==> config.mk <==
export PLATFORM = sky130hd
export DESIGN_NAME = shot_recorder
export DESIGN_NICKNAME = d
export VERILOG_FILES = /design/src/source/motion_overlay_pkg.sv /design/src/source/shot_recorder.sv
export SDC_FILE = /design/constraint.sdc
export NUM_CORES = 1
export LEC_CHECK = 0
export ABC_CLOCK_PERIOD_IN_PS = 7200
export BUFFER_PORTS_ARGS = -buffer_cell sky130_fd_sc_hd__buf_4
export CAP_MARGIN = 20
export CORE_AREA = 2 2 131 133
export DETAILED_ROUTE_END_ITERATION = 7
export DIE_AREA = 0 0 133 135
export MAX_ROUTING_LAYER = met4
export SETUP_SLACK_MARGIN = 0.05
export SLEW_MARGIN = 40
export SYNTH_ARGS = -nofsm -noshare
export SYNTH_HDL_FRONTEND = slang
export SYNTH_SLANG_ARGS = --single-unit
==> constraint.sdc <==
create_clock -name clk -period 7.2 [get_ports clk]
set_clock_uncertainty 0.05 [all_clocks]
set_input_delay 0.36 -clock clk [delete_from_list [all_inputs] [get_ports clk]]
set_output_delay 0.36 -clock clk [all_outputs]
set_load 0.01 [all_outputs]
==> src/source/motion_overlay_pkg.sv <==
package motion_overlay_pkg;

    // raster coordinates
    // 10 bits covers 640x480 plus the blanking counts
    localparam int coord_width = 10;

    typedef logic [coord_width-1:0] coord_t;

    // one point on the screen
    typedef struct packed {
        coord_t x;
        coord_t y;
    } point_t;

    // one pixel slot of the video timing
    // de high only inside the visible window
    typedef struct packed {
        logic   de;
        coord_t x;
        coord_t y;
    } raster_t;

    // one entry of the shot history
    typedef struct packed {
        logic   valid;
        point_t pos;
    } shot_mark_t;

    // frame buffer word, rgb565
    typedef logic [15:0] rgb565_t;

    // vga output colour
    typedef struct packed {
        logic [3:0] r;
        logic [3:0] g;
        logic [3:0] b;
    } rgb444_t;

    // frame buffer is a quarter of the raster in each axis
    localparam int fb_shift = 2;
    // 160x120 entries
    localparam int fb_addr_width = $clog2(160 * 120);

    typedef logic [fb_addr_width-1:0] fb_addr_t;

    // reticle ring band, squared radii 16 and 20
    localparam int ring_inner_sq = 256;
    localparam int ring_outer_sq = 400;

    // cross arms inside the ring, half width in pixels
    localparam int cross_half_width = 2;

    // shot disc, radius 12 squared
    localparam int shot_radius_sq = 144;

    // red boost for moving pixels
    // added modulo 16, so bright reds wrap around
    localparam logic [3:0] motion_tint = 4'd3;

endpackage

==> src/source/shot_recorder.sv <==
`timescale 1ns/10ps

module shot_recorder #(
    parameter int SHOT_DEPTH = 6
) (
    input  logic                                           clk,
    input  logic                                           reset,
    input  logic                                           shot_btn,
    input  motion_overlay_pkg::point_t                     centroid,
    input  logic                                           motion_valid,
    output motion_overlay_pkg::shot_mark_t [SHOT_DEPTH-1:0] shots
);
    import motion_overlay_pkg::*;

    // button synchronizer stages
    logic       btn_meta;
    logic       btn_sync;

    // one cycle pulse per rising button level
    logic       press;
    // press that actually lands in the history
    logic       record;

    // entry pushed in at slot 0
    shot_mark_t new_mark;

    // two flops, button is asynchronous to clk
    always_ff @(posedge clk or posedge reset) begin
        if (reset) begin
            btn_meta <= 1'b0;
            btn_sync <= 1'b0;
        end else begin
            btn_meta <= shot_btn;
            btn_sync <= btn_meta;
        end
    end

    // rising edge of the synchronized level
    // a held button gives a single pulse
    assign press = btn_meta & ~btn_sync;

    // only record while a centroid is on screen
    assign record = press & motion_valid;

    // current aim point, marked valid
    assign new_mark.valid = 1'b1;
    assign new_mark.pos   = centroid;

    // history shift register
    // slot 0 newest, top slot drops off on each push
    always_ff @(posedge clk or posedge reset) begin
        if (reset) begin
            // all slots invalid
            shots <= '0;
        end else if (record) begin
            shots <= {shots[SHOT_DEPTH-2:0], new_mark};
        end
    end

endmodule

==> impl_metrics.toml <==
[timing]
holdWs_ps = -31.01
setup_tns_ps = 0
fmax_mhz = 504.0
setup_viol = 0
rsz0062_at_grt = "no"
tightest_slew_ps = 741.2
hold_viol = 22
setup_slack_ps = 5216
finalCriticalPeriod_ps = 1984
fin_crit_sh_pct = 27.56
slew_viol_final = 0
relSlewSlack_pct = 50.59

[critical_path]
critPathMaxFanout = 70
arrival_ps = 2240
cp.required_ps = 7450
critPathKind = "flop to flop"
cp-start-kind = "flop"
crit_path_end_kind = "flop"

[clock_tree]
cts_tree = "yes"
clk_pin_slew_worst_paths_ps = 60
post_cts_resized = 0
root_buffer = "clkbuf_16"
clk_latency_ps = 410
cts_setup_buffers = 0
cts.sinks = 128
cts_inserted_buffers = 17
cts-hold-fix-buffers = 1
htree_levels = 4
clk_path_buf_depth = 2

[drt]
drt_iter0_drc = 74
ant_nets = 0
wl_um = 10230
wl_per_cell_um = 15.46
first_pass_iters = 2
num_vias = 2826
vias_per_cell = 4.269
drc = 0

[floorplan]
fp.dieW_um = 133
dieArea_sq_um = 17960
coreArea_sq_um = 16410
io_pins = 150
start_util_pct = 29.83
die_h_um = 135
rows = 47

[logic_synthesis]
synth_top_area_share_pct = 65.44
synth-seq-cells = 128
yosys.area.top_type = "dfrtp_1"
ys_seq_area_share_pct = 65.44
synth_area_sq_um = 4895
netlist_top_cells_area = "dfrtp_1 65%, mux2_2 20%, mux2_4 12%"
syn_nets = 294
syn-mean-instance-area_sq_um = 18.13
syn-instance-count = 270
synth-warning-count = 0
yosysUniqueCellTypes = 8

[outcome]
status = "complete, but fails checks"
violations = "negative hold slack"

[global_route]
grt_usage_pct = 12.15
grt_pass1_vias = 2942
grt_pass1_wl_um = 16190
antenna_found_initial = 0
grt_max_degree = 71
grt_overflow = 0

[layout]
final_layout_size_suffix_gt1_share_pct = 70.59
area_delta_synth_final_pct = 41.62
layout_commonest_cell = "buf_4"
mostFrequentLayoutCells = "149 x buf_4, 128 x dfrtp_1, 86 x mux2_2"
nNetsFinal = 453
diodes = 0
fillers = 1503

[run]
max_cap_violations = 0

[place]
dp_hpwl_um = 7107
place.gp.congestion = 0.7197
io_buffers = 149
pre_cts_ws_ps = 4798

[hold_path]
hold_path.class = "input port to asynchronous set/reset pin"

[pwr]
p_leak_nw = 3.409
p_per_area_nw_per_um2 = 453.1
vdd_ir_drop_max_mv = 0.1641
[metal layers]
metal	track usage [%]	vias up	part of all wire [%]
met5	-	-	0
met2	18.19	78	50
met1	15.39	1457	44
met4	5.556	0	1.5
met3	3.378	13	4.2
li1	-	1278	-
[stage by stage]
step	std cells	utilization, %	hold slack (ps)	instance area (sq um)	total power (W)
CTS	660	41.94	4.650	6880	0.003190
global placement	627	37.79	375.7	6201	0.002185
floorplan	270	-	341.4	4895	0.001633
finish	662	42.25	-31.01	6932	0.003141
global route	662	42.25	23.69	6932	0.003308
detailed placement	627	37.82	378.6	6205	0.002213
[worst paths after layout]
| path | start | endpoint | slack [ps] | cells after the start |
|---|---|---|---|---|
| setup / recovery | btn_meta | shots[18] | 5220 | 4 |
| hold / removal | reset | shots[52] | -30 | 2 |
| setup reg to reg | btn_meta | shots[18] | 5220 | 4 |
| hold reg to reg | btn_meta | btn_sync | 380 | 0 |
| max in group asynchronous | reset | shots[25] | 6180 | 3 |
| min in group clk | centroid[0] | shots[0] | 120 | 2 |
[where the power goes]
| group | leakage [nW] | total, W | switching (W) | internal (W) |
|---|---|---|---|---|
| Sequential | 1.55 | 0.00123 | 0.000226 | 0.00100 |
| Combinational | 1.54 | 0.000953 | 0.000357 | 0.000596 |
| Clock | 0.319 | 0.000961 | 0.000314 | 0.000647 |
[final cells by class]
cell class	count	area (sq um)	area share [%]
sequential	128	3203	46.21
clock inverter	15	240.2	3.466
timing repair buffer	154	1199	17.29
tap	220	275.3	3.971
inverter	1	8.758	0.1264
multi-input combinational	127	1580	22.80
clock buffer	17	425.4	6.137
[sequential cells by signal, summed over array words and instances, names as in the netlist]
name      flops
btn_sync      1
shots       126
btn_meta      1
[synthesized netlist by cell type]
master	n
mux2_4	39
buf_2	8
nand2b_1	1
mux2_2	86
nand3b_4	1
inv_1	1
dfrtp_1	128
buf_6	6
[worst max-delay path: stages, from the launching register on]
cell,delay (ps)
dfrtp_1,400
nand3b_4,100
buf_12,230
buf_6,580
mux2_2,410
[cell families (layout without fill, tap and decap cells)]
group,count (synthesis),count (layout),share of synthesized area [%]
DFF,128,128,65.44
muxes,125,125,31.75
buffers and inverters,15,187,2.275
and+or+nand+nor,2,2,0.5369
No activity file was read; power rests on OpenSTA's default activity.
