`src/source/motion_overlay_pkg.sv`:
```
package motion_overlay_pkg;

    // raster coordinates
    // 10 bits covers 640x480 plus the blanking counts
    localparam int coord_width = 10;

    typedef logic [coord_width-1:0] coord_t;

    // one point on the screen
    typedef struct packed {
        coord_t x;
        coord_t y;
    } point_t;

    // one pixel slot of the video timing
    // de high only inside the visible window
    typedef struct packed {
        logic   de;
        coord_t x;
        coord_t y;
    } raster_t;

    // one entry of the shot history
    typedef struct packed {
        logic   valid;
        point_t pos;
    } shot_mark_t;

    // frame buffer word, rgb565
    typedef logic [15:0] rgb565_t;

    // vga output colour
    typedef struct packed {
        logic [3:0] r;
        logic [3:0] g;
        logic [3:0] b;
    } rgb444_t;

    // frame buffer is a quarter of the raster in each axis
    localparam int fb_shift = 2;
    // 160x120 entries
    localparam int fb_addr_width = $clog2(160 * 120);

    typedef logic [fb_addr_width-1:0] fb_addr_t;

    // reticle ring band, squared radii 16 and 20
    localparam int ring_inner_sq = 256;
    localparam int ring_outer_sq = 400;

    // cross arms inside the ring, half width in pixels
    localparam int cross_half_width = 2;

    // shot disc, radius 12 squared
    localparam int shot_radius_sq = 144;

    // red boost for moving pixels
    // added modulo 16, so bright reds wrap around
    localparam logic [3:0] motion_tint = 4'd3;

endpackage

```
`src/source/centroid_tracker.sv`:
```
`timescale 1ns/10ps

module centroid_tracker #(
    parameter int H_ACTIVE = 640,
    parameter int V_ACTIVE = 480
) (
    input  logic                        clk,
    input  logic                        reset,
    input  motion_overlay_pkg::raster_t pixel,
    input  logic                        motion_flag,
    output motion_overlay_pkg::point_t  centroid,
    output logic                        motion_valid
);
    import motion_overlay_pkg::*;

    // running sums of flagged pixel coordinates
    logic [31:0] sum_x;
    logic [31:0] sum_y;
    // number of flagged pixels this frame
    logic [31:0] count;

    logic        active;
    logic        frame_end;
    logic        hit;

    // division results, only the low bits are a coordinate
    logic [31:0] divisor;
    logic [31:0] quot_x;
    logic [31:0] quot_y;

    // visible window
    assign active = pixel.de && (pixel.x < H_ACTIVE) && (pixel.y < V_ACTIVE);

    // marker slot just past the last visible pixel
    // de is ignored here
    assign frame_end = (pixel.x == H_ACTIVE) && (pixel.y == V_ACTIVE);

    // a moving pixel that counts toward the centroid
    assign hit = active && motion_flag;

    // keep the divider away from zero
    // the result is discarded anyway when count is zero
    assign divisor = (count == 32'd0) ? 32'd1 : count;
    assign quot_x  = sum_x / divisor;
    assign quot_y  = sum_y / divisor;

    // accumulators
    // frame end and a hit never coincide, marker lies outside the window
    always_ff @(posedge clk or posedge reset) begin
        if (reset) begin
            sum_x <= '0;
            sum_y <= '0;
            count <= '0;
        end else if (frame_end) begin
            // start the next frame from scratch
            sum_x <= '0;
            sum_y <= '0;
            count <= '0;
        end else if (hit) begin
            sum_x <= sum_x + 32'(pixel.x);
            sum_y <= sum_y + 32'(pixel.y);
            count <= count + 32'd1;
        end
    end

    // centroid register
    // updated once per frame, holds in between
    always_ff @(posedge clk or posedge reset) begin
        if (reset) begin
            centroid     <= '0;
            motion_valid <= 1'b0;
        end else if (frame_end) begin
            if (count != 32'd0) begin
                // floor of the mean
                centroid.x   <= coord_t'(quot_x);
                centroid.y   <= coord_t'(quot_y);
                motion_valid <= 1'b1;
            end else begin
                // no motion seen, park at origin
                centroid     <= '0;
                motion_valid <= 1'b0;
            end
        end
    end

endmodule

```
`config.mk`:
```
export PLATFORM = sky130hd
export DESIGN_NAME = centroid_tracker
export DESIGN_NICKNAME = d
export VERILOG_FILES = /design/src/source/motion_overlay_pkg.sv /design/src/source/centroid_tracker.sv
export SDC_FILE = /design/constraint.sdc
export NUM_CORES = 2
export LEC_CHECK = 0
export ABC_AREA = 1
export BUFFER_PORTS_ARGS = -buffer_cell sky130_fd_sc_hd__buf_4
export CAP_MARGIN = 20
export CELL_PAD_IN_SITES_DETAIL_PLACEMENT = 1
export CELL_PAD_IN_SITES_GLOBAL_PLACEMENT = 2
export CORE_MARGIN = 2
export CORE_UTILIZATION = 39
export DETAILED_ROUTE_END_ITERATION = 16
export PLACE_DENSITY_LB_ADDON = 0.1
export SLEW_MARGIN = 10
export SYNTH_ARGS = -nofsm -noshare
export SYNTH_HDL_FRONTEND = slang
export SYNTH_SLANG_ARGS = --single-unit
export TNS_END_PERCENT = 1
```
`constraint.sdc`:
```
create_clock -name clk -period 131.2 [get_ports clk]
set_clock_uncertainty 0.1 [all_clocks]
set_input_delay 19.68 -clock clk [delete_from_list [all_inputs] [get_ports clk]]
set_output_delay 19.68 -clock clk [all_outputs]
set_load 0.02 [all_outputs]
```
==> results.yml <==
floorplan:
  rows: 147
  die_x_um: 406
  pin_count: 45
  die_area_mm2: 0.165
  start_util_pct: 39.3
  die_h_um: 406
  core_area_mm2: 0.161
grt:
  grt_first_pass_wirelength_mm: 417
  first_global_vias: 73200
  antenna_found_initial: 21
  grt_max_degree: 68
  track_usage_pct: 31.9
  grt-ovfl-total: 0
sta:
  rsz0062_at_grt: "no"
  fin_crit_sh_pct: 67.1
  setup_violations: 0
  maxSlewViolCount: 0
  tns_ns: 0
  max_freq_mhz: 11.4
  slew_headroom_pct: 26.5
  whs_ns: 0.391
  worst_pin_slew_ns: 1.10
  fin_crit_ns: 87.97
  finalHoldViolations: 0
final_layout:
  num-nets-final: 11900
  areaGrowthSynthToFinish_pct: 5.44
  instances_no_fill: 13100
  final_layout_size_suffix_gt1_share_pct: 4.43
synthesis:
  async_flop_share_pct: 100
  syn_nets: 11900
  ys_seq_elements: 117
  synth.most_common_cell: "nand2_1"
  synth_area_leaders: "ha_1 (20%), nand2_1 (19%), inv_1 (9.8%), a21oi_1 (7.6%), xor2_1 (6.5%)"
  synth_flop_cell: "dfrtp_1"
  syn_area_mm2: 0.0631
  synth_top_area_cell: "ha_1"
  synthTopCellsByCount: "nand2_1 (3203), inv_1 (1645), ha_1 (1022)"
  synth-edff-count: 0
  seq_area_frac_synth_pct: 4.64
  yosysWarningCount: 0
  synth.avg_cell_area_um2: 5.79
  synth_cell_type_count: 83
  synth_top_area_share_pct: 20.3
  syn_inst: 10900
cts:
  numCtsBuffers: 17
  cts_max_level: 4
  postCtsHoldBufs: 0
  clkSinkCount: 117
  insertion_delay_ns: 0.54
  postCtsSetupBuffers: 0
  post_cts_resized: 0
  cts_tree: "done"
  ctsLongestPathBuffers: 2
  path_clk_slew_ns: 0.08
  ctsRootBufferMaster: "clkbuf_16"
detailed_routing:
  viasPerCell: 5.56
  drt-wirelength-per-cell_um: 20.5
  wirelength_mm: 268
  top_layer: "met5"
  antenna_left: 0
  dr_wl_met3_mm: 10.1
  routed-wl-met2_mm: 121
  wl_met1_mm: 131
  vias: 72500
  drt-initial-drc-count: 4223
  drc: 0
  dr.pass1.iters: 5
pwr:
  peakVddDrop_uv: 10.7
  power_density_mw_per_mm2: 12.0
  power.total_uw: 800
  p_leak_nw: 36.4
setup_path:
  arrival_ns: 88.28
  cp_slowest_cell: "inv_2"
  r2r-start: "count[22]$_DFFE_PP0P_"
  crit_path_start_kind: "flop"
  cp-startpoint: "count[22]$_DFFE_PP0P_"
  crit_top_cell: "nand2_1"
  crit_fanout: 44
  endpoint_kind: "flop"
  cp_slowest_stage_delay_ns: 0.86
  required_ns: 131.51
  critPathKind: "reg2reg"
min_path:
  hp-class: "reg2reg"
  worstHoldStart: "motion_valid$_DFFE_PP0P_"
placement:
  dpl.hpwl_mm: 218
  numPortBuffers: 44
  dp.cells: 13000
  gp_congestion: 0.924
flow_run:
  cap_violations: 0
run_status:
  status: "finished clean"
## sequential cells by signal (all words and copies together), names as in the netlist
register and count:
count 32, centroid 20, motion_valid 1, sum_x 32
sum_y 32
## kinds of logic after synthesis
kind of cell               share of synthesized area [%]
DFF                                                 4.64
xor gates and xnor gates                            10.6
muxes                                              0.206
buffers and inverters                               11.7
adders and majority gates                           20.3
and+or+nand+nor                                     32.1
AOI/OAI and AO/OA                                   20.4
## through the flow
stage               instance area [um^2]  setup WS, ns  utilization [%]
detailed placement                 65900         43.15             41.1
floorplan                          63100         68.94                -
finish                             66500         43.23             41.4
global route                       66500         33.89             41.4
global placement                   65900         44.72             41.1
CTS                                66500         42.96             41.4
## layer usage
| layer | GRT usage [%] | up-vias |
|---|---|---|
| met5 | 0 | - |
| met4 | 7.41 | 4 |
| met3 | 2.36 | 261 |
| met2 | 53.2 | 1307 |
| met1 | 44.5 | 35000 |
| li1 | - | 35900 |
## critical path, delay by kind of cell (launching register included)
| kind | cells | cell delay, ns |
|---|---|---|
| AOI/OAI and AO/OA | 148 | 31.78 |
| and+or+nand+nor | 243 | 31.62 |
| buffers and inverters | 71 | 12.52 |
| adders and majority gates | 31 | 10.46 |
| DFF | 1 | 0.48 |
| muxes | 1 | 0.35 |
| xor gates and xnor gates | 1 | 0.14 |
## path summary, 6_finish.rpt
check / to / cells after the start / slack [ns]
setup / recovery: centroid[10]$_DFFE_PP0P_ / 495 / 43.23
hold / removal: motion_valid$_DFFE_PP0P_ / 2 / 0.39
setup reg to reg: centroid[10]$_DFFE_PP0P_ / 495 / 43.23
hold reg to reg: motion_valid$_DFFE_PP0P_ / 2 / 0.39
max in group asynchronous: sum_x[19]$_DFFE_PP0P_ / 3 / 110.35
min in group asynchronous: motion_valid$_DFFE_PP0P_ / 2 / 19.21
## area by class of cell
type | count | area [um^2]
well taps | 2160 | 2700
multi-input cells | 8894 | 52800
fillers | 22500 | 94100
inverters | 1703 | 6420
flip-flops and latches | 117 | 2930
diodes | 6 | 15.0
clock buffers | 18 | 429
clock inverters | 14 | 118
repair buffers | 138 | 1060
## placed cells by master, fill, tap and decap left out, types with 43 or more instances in the layout
master,instances
a211oi_1,49
a21o_1,50
a21oi_1,953
a221oi_1,43
a31oi_1,61
buf_4,136
dfrtp_1,117
ha_1,1022
inv_1,1627
inv_2,58
nand2_1,3201
nand3_1,526
nand4_1,115
nor2_1,558
nor3_1,154
nor4_1,62
o21ai_0,466
o21ai_1,219
o21bai_1,77
or2_2,98
xnor2_1,297
xor2_1,468
## where the power goes
| part | internal [mW] | leakage, nW | total, mW | switching [mW] |
|---|---|---|---|---|
| logic | 0.252 | 34.8 | 0.697 | 0.445 |
| clock network | 0.0246 | 0.260 | 0.0515 | 0.0270 |
| registers | 0.0413 | 1.38 | 0.0510 | 0.00974 |
| total | 0.318 | 36.4 | 0.800 | 0.481 |
(Power assumes the default switching activity.)
