**config.mk**
```make
export PLATFORM = sky130hd
export DESIGN_NAME = overlay_mixer
export DESIGN_NICKNAME = d
export VERILOG_FILES = /design/src/source/motion_overlay_pkg.sv /design/src/source/overlay_mixer.sv
export SDC_FILE = /design/constraint.sdc
export NUM_CORES = 2
export LEC_CHECK = 0
export BUFFER_PORTS_ARGS = -buffer_cell sky130_fd_sc_hd__buf_2
export CORE_UTILIZATION = 48
export DETAILED_ROUTE_END_ITERATION = 6
export PLACE_DENSITY_LB_ADDON = 0.12
export SLEW_MARGIN = 20
export SYNTH_ARGS = -nofsm -noshare
export SYNTH_HDL_FRONTEND = slang
export SYNTH_SLANG_ARGS = --single-unit
```
**constraint.sdc**
```tcl
create_clock -name vclk -period 11.4
set_input_delay 1.14 -clock vclk [all_inputs]
set_output_delay 1.14 -clock vclk [all_outputs]
set_load 0.01 [all_outputs]
```
**src/source/motion_overlay_pkg.sv**
```systemverilog
package motion_overlay_pkg;

    // raster coordinates
    // 10 bits covers 640x480 plus the blanking counts
    localparam int coord_width = 10;

    typedef logic [coord_width-1:0] coord_t;

    // one point on the screen
    typedef struct packed {
        coord_t x;
        coord_t y;
    } point_t;

    // one pixel slot of the video timing
    // de high only inside the visible window
    typedef struct packed {
        logic   de;
        coord_t x;
        coord_t y;
    } raster_t;

    // one entry of the shot history
    typedef struct packed {
        logic   valid;
        point_t pos;
    } shot_mark_t;

    // frame buffer word, rgb565
    typedef logic [15:0] rgb565_t;

    // vga output colour
    typedef struct packed {
        logic [3:0] r;
        logic [3:0] g;
        logic [3:0] b;
    } rgb444_t;

    // frame buffer is a quarter of the raster in each axis
    localparam int fb_shift = 2;
    // 160x120 entries
    localparam int fb_addr_width = $clog2(160 * 120);

    typedef logic [fb_addr_width-1:0] fb_addr_t;

    // reticle ring band, squared radii 16 and 20
    localparam int ring_inner_sq = 256;
    localparam int ring_outer_sq = 400;

    // cross arms inside the ring, half width in pixels
    localparam int cross_half_width = 2;

    // shot disc, radius 12 squared
    localparam int shot_radius_sq = 144;

    // red boost for moving pixels
    // added modulo 16, so bright reds wrap around
    localparam logic [3:0] motion_tint = 4'd3;

endpackage

```
**src/source/overlay_mixer.sv**
```systemverilog
`timescale 1ns/10ps

module overlay_mixer #(
    parameter int H_ACTIVE   = 640,
    parameter int V_ACTIVE   = 480,
    parameter int SHOT_DEPTH = 6
) (
    input  motion_overlay_pkg::raster_t                    pixel,
    input  logic                                           motion_flag,
    input  motion_overlay_pkg::rgb565_t                    img_data,
    input  motion_overlay_pkg::point_t                     centroid,
    input  logic                                           motion_valid,
    input  motion_overlay_pkg::shot_mark_t [SHOT_DEPTH-1:0] shots,
    output motion_overlay_pkg::fb_addr_t                   fb_addr,
    output motion_overlay_pkg::rgb444_t                    rgb
);
    import motion_overlay_pkg::*;

    // frame buffer row length
    localparam int fb_cols = H_ACTIVE >> fb_shift;

    // squared distance range, two 10 bit squares summed
    localparam int dist_width = 2 * coord_width + 1;

    typedef logic [dist_width-1:0] dist_t;

    // |a - b| without going signed
    function automatic coord_t abs_diff(coord_t a, coord_t b);
        return (a > b) ? (a - b) : (b - a);
    endfunction

    // dx^2 + dy^2, widened before the multiply
    function automatic dist_t dist_sq(coord_t dx, coord_t dy);
        dist_t wx;
        dist_t wy;
        wx = dist_t'(dx);
        wy = dist_t'(dy);
        return (wx * wx) + (wy * wy);
    endfunction

    logic                  active;

    // reticle geometry
    coord_t                dx;
    coord_t                dy;
    dist_t                 d;
    logic                  on_ring;
    logic                  on_cross;
    logic                  on_reticle;

    // one bit per history slot
    logic [SHOT_DEPTH-1:0] shot_hit;

    // image reduced to 4 bits per channel
    rgb444_t               img_rgb;

    assign active = pixel.de && (pixel.x < H_ACTIVE) && (pixel.y < V_ACTIVE);

    // quarter resolution lookup
    // zero outside the window
    assign fb_addr = active ?
        fb_addr_t'(fb_cols * (pixel.y >> fb_shift) + (pixel.x >> fb_shift)) : '0;

    // distance to the centroid
    assign dx = abs_diff(pixel.x, centroid.x);
    assign dy = abs_diff(pixel.y, centroid.y);
    assign d  = dist_sq(dx, dy);

    // ring band
    assign on_ring = (d >= ring_inner_sq) && (d <= ring_outer_sq);

    // cross, clipped to the ring interior
    assign on_cross = ((dx <= cross_half_width) || (dy <= cross_half_width)) &&
                      (d <= ring_inner_sq);

    // reticle only while a centroid exists
    assign on_reticle = motion_valid && (on_ring || on_cross);

    // disc test per recorded shot
    for (genvar i = 0; i < SHOT_DEPTH; i++) begin : g_shot
        coord_t sdx;
        coord_t sdy;

        assign sdx = abs_diff(pixel.x, shots[i].pos.x);
        assign sdy = abs_diff(pixel.y, shots[i].pos.y);

        // empty slots never paint
        assign shot_hit[i] = shots[i].valid && (dist_sq(sdx, sdy) <= shot_radius_sq);
    end

    // top bits of each rgb565 channel
    assign img_rgb.r = img_data[15:12];
    assign img_rgb.g = img_data[10:7];
    assign img_rgb.b = img_data[4:1];

    // colour priority
    // reticle, then shot discs, then tinted or plain image
    always_comb begin
        rgb = '0;
        if (active) begin
            if (on_reticle) begin
                // pure red
                rgb.r = 4'hf;
                rgb.g = 4'h0;
                rgb.b = 4'h0;
            end else if (|shot_hit) begin
                // black disc
                rgb = '0;
            end else if (motion_flag) begin
                // wraps modulo 16
                rgb   = img_rgb;
                rgb.r = img_rgb.r + motion_tint;
            end else begin
                rgb = img_rgb;
            end
        end
    end

endmodule

```
==> impl_metrics.py <==
metrics = {
    "logic_synthesis": {
        "yosysWarnings": 0,
        "syn_inst": 5960,
        "ys_seq_area_share_pct": 0,
        "synthMuxAreaShare_pct": 3.17,
        "synth_xor_area_share_pct": 4.60,
        "synthSimpleGateAreaFrac_pct": 12.0,
        "mappedNetlistArea_um2": 51400,
        "synth.distinct_cells": 83,
        "synth_fa_ha_area_share_pct": 57.5,
        "synth.avg_cell_area_um2": 8.63,
        "synth_nets": 7946,
        "synth_compound_gate_area_share_pct": 11.0,
        "synth_top_family_by_area": "adder cells",
    },
    "status": {
        "violations": "design-rule violations, negative setup slack",
        "run_status": "complete, but fails checks",
    },
    "sta": {
        "final_hold_viol_count": 0,
        "setup_viol": 12,
        "worst_pin_slew_ns": 1.01,
        "setup_ws_ns": -0.478,
        "timing.fmax_mhz": 84.2,
        "slew_headroom_pct": 32.3,
        "post-route-period-util_pct": 104,
        "period_needed_ns": 11.88,
        "maxSlewViolCount": 0,
        "rsz0062_at_grt": "yes",
        "final.setup.tns_ns": -5.55,
        "hold_ws_ns": 2.59,
    },
    "hold_path": {
        "min_path_type": "input port to primary output",
        "hold_path_end": "rgb[7]",
        "worstHoldPathCells": 3,
        "min_from": "img_data[10]",
    },
    "critical_path": {
        "crit_family": "adder cells",
        "critical_path.most_common_cell": "fa_1",
        "critPathLaunchType": "input port",
        "crit_type": "input port to primary output",
        "required_ns": 10.26,
        "startpoint": "pixel[10]",
        "cp.arrival_ns": 10.74,
        "critPathMaxStageDelay_ns": 0.55,
        "slowest_stage": "fa_1",
        "critical_path_depth": 41,
        "path_buf_inv": 12,
        "path_max_fanout": 12,
        "end_kind": "primary output",
    },
    "route": {
        "via_count": 44800,
        "routedWlPerCell_um": 17.7,
        "viasPerCell": 5.12,
        "first_pass_iters": 7,
        "routed_wl_um": 155000,
        "detail-route-antenna-nets": 0,
        "drc_errors": 26,
        "dr.first_iter.drc_count": 2335,
    },
    "die": {
        "rows": 119,
        "coreArea_um2": 106000,
        "die_area_um2": 108000,
        "initial_utilization_pct": 48.6,
        "die_h_um": 329,
        "io_pins": 212,
        "chipWidth_um": 329,
    },
    "clock_tree": {
        "ctsHoldBuffers": 0,
    },
    "layout": {
        "final_cell_count_no_fill": 8742,
        "seqCellArea_um2": 0,
        "n_sequential_cell": 0,
        "drive_gt1_share_pct": 26.9,
        "syn_to_final_growth_pct": 27.2,
        "nets": 9322,
        "postLayoutCoreUtil_pct": 61.9,
        "final_cell_mix": "inv_1, buf_4, fa_1, ha_1, nor2_1",
        "mostFrequentLayoutCell": "inv_1",
        "clkbuf_count": 0,
    },
    "place": {
        "dp_cells": 8679,
        "place_congestion": 0.993,
        "portBuffers": 208,
        "hpwl_um": 140000,
    },
    "global_route": {
        "overflow": 0,
        "grt_pass1_vias": 46800,
        "grt_max_degree": 18,
        "grt.total_usage_pct": 28.9,
        "grt_pass1_wl_um": 246000,
        "antenna_found_initial": 25,
    },
    "flow_run": {
        "max_cap_violations": 0,
    },
}
==> layer usage <==
layer  share of wire, %  vias up  GRT usage [%]
li1                   -    21600              -
met1                 45    22100           40.3
met2                 47      946           48.7
met3                5.7      158           2.80
met4                2.7       16           6.18
met5              0.069        -              0
==> cell usage after synthesis, drive strengths merged (11+ instances only) <==
library cell / n / area [µm²]
nor2b: 44 / 275
or3: 14 / 87.6
buf: 22 / 124
a21oi: 260 / 1310
nor2: 516 / 1940
nor4: 15 / 100
a211oi: 36 / 275
a211o: 14 / 123
a21o: 111 / 833
mux2i: 94 / 953
nand2: 203 / 762
clkbuf: 110 / 414
nand2b: 128 / 801
o21bai: 47 / 353
o22ai: 14 / 87.6
inv: 1451 / 5450
a21boi: 11 / 82.6
and3: 20 / 125
nand4: 43 / 269
xor2: 78 / 683
xnor2: 191 / 1680
a31oi: 30 / 188
or2: 124 / 776
o2111ai: 13 / 114
ha: 861 / 10800
fa: 940 / 18800
nand3: 47 / 235
and2: 29 / 181
o21a: 38 / 285
o21ai: 139 / 707
o211ai: 23 / 173
o31ai: 18 / 140
mux2: 60 / 676
nor3: 75 / 375
==> worst min-delay path: stages <==
cell	delay, ns
buf_2	0.07
and3_1	0.12
buf_2	0.12
==> layout make-up <==
cell class,count,area [µm²]
inverters,1452,5460
well taps,1391,1740
fillers,9498,40300
repair buffers,1505,11100
diodes,17,42.5
multi-input cells,4377,47100
==> through the flow <==
| step | worst slack [ns] | cell area [µm²] |
|---|---|---|
| 5_1_grt | -0.767 | 65400 |
| 2_1_floorplan | 0.0102 | 51500 |
| 4_1_cts | -0.549 | 64100 |
| 3_3_place_gp | -1.08 | 63300 |
| 3_5_place_dp | -1.15 | 63300 |
| 6_report | -0.478 | 65400 |
==> worst max-delay path by stage <==
stage             end
2_1_floorplan  rgb[2]
3_5_place_dp   rgb[9]
4_1_cts        rgb[9]
5_1_grt        rgb[9]
3_3_place_gp   rgb[8]
6_report       rgb[9]
==> what timing repair did <==
| item | CTS | global route |
|---|---|---|
| gates resized for setup | 127 | 248 |
| buffers inserted | 17 | 29 |
| pin swaps | 40 | 102 |
| setup endpoints to repair | 12 | 12 |
| gates cloned | 2 | 0 |
==> kinds of logic (layout without fill, tap and decap cells) <==
logic type / Yosys count / count (layout)
XOR/XNOR: 269 / 269
multiplexers: 154 / 154
buffers and inverters: 1584 / 2957
AO/OA/AOI/OAI: 863 / 864
other: 0 / 17
AND/OR/NAND/NOR: 1289 / 1289
adder cells (fa/ha/maj): 1801 / 1801
Power is left out: the tool's default activity adds up to more than one toggle a clock period on the data nets, which glitch-free logic cannot reach.
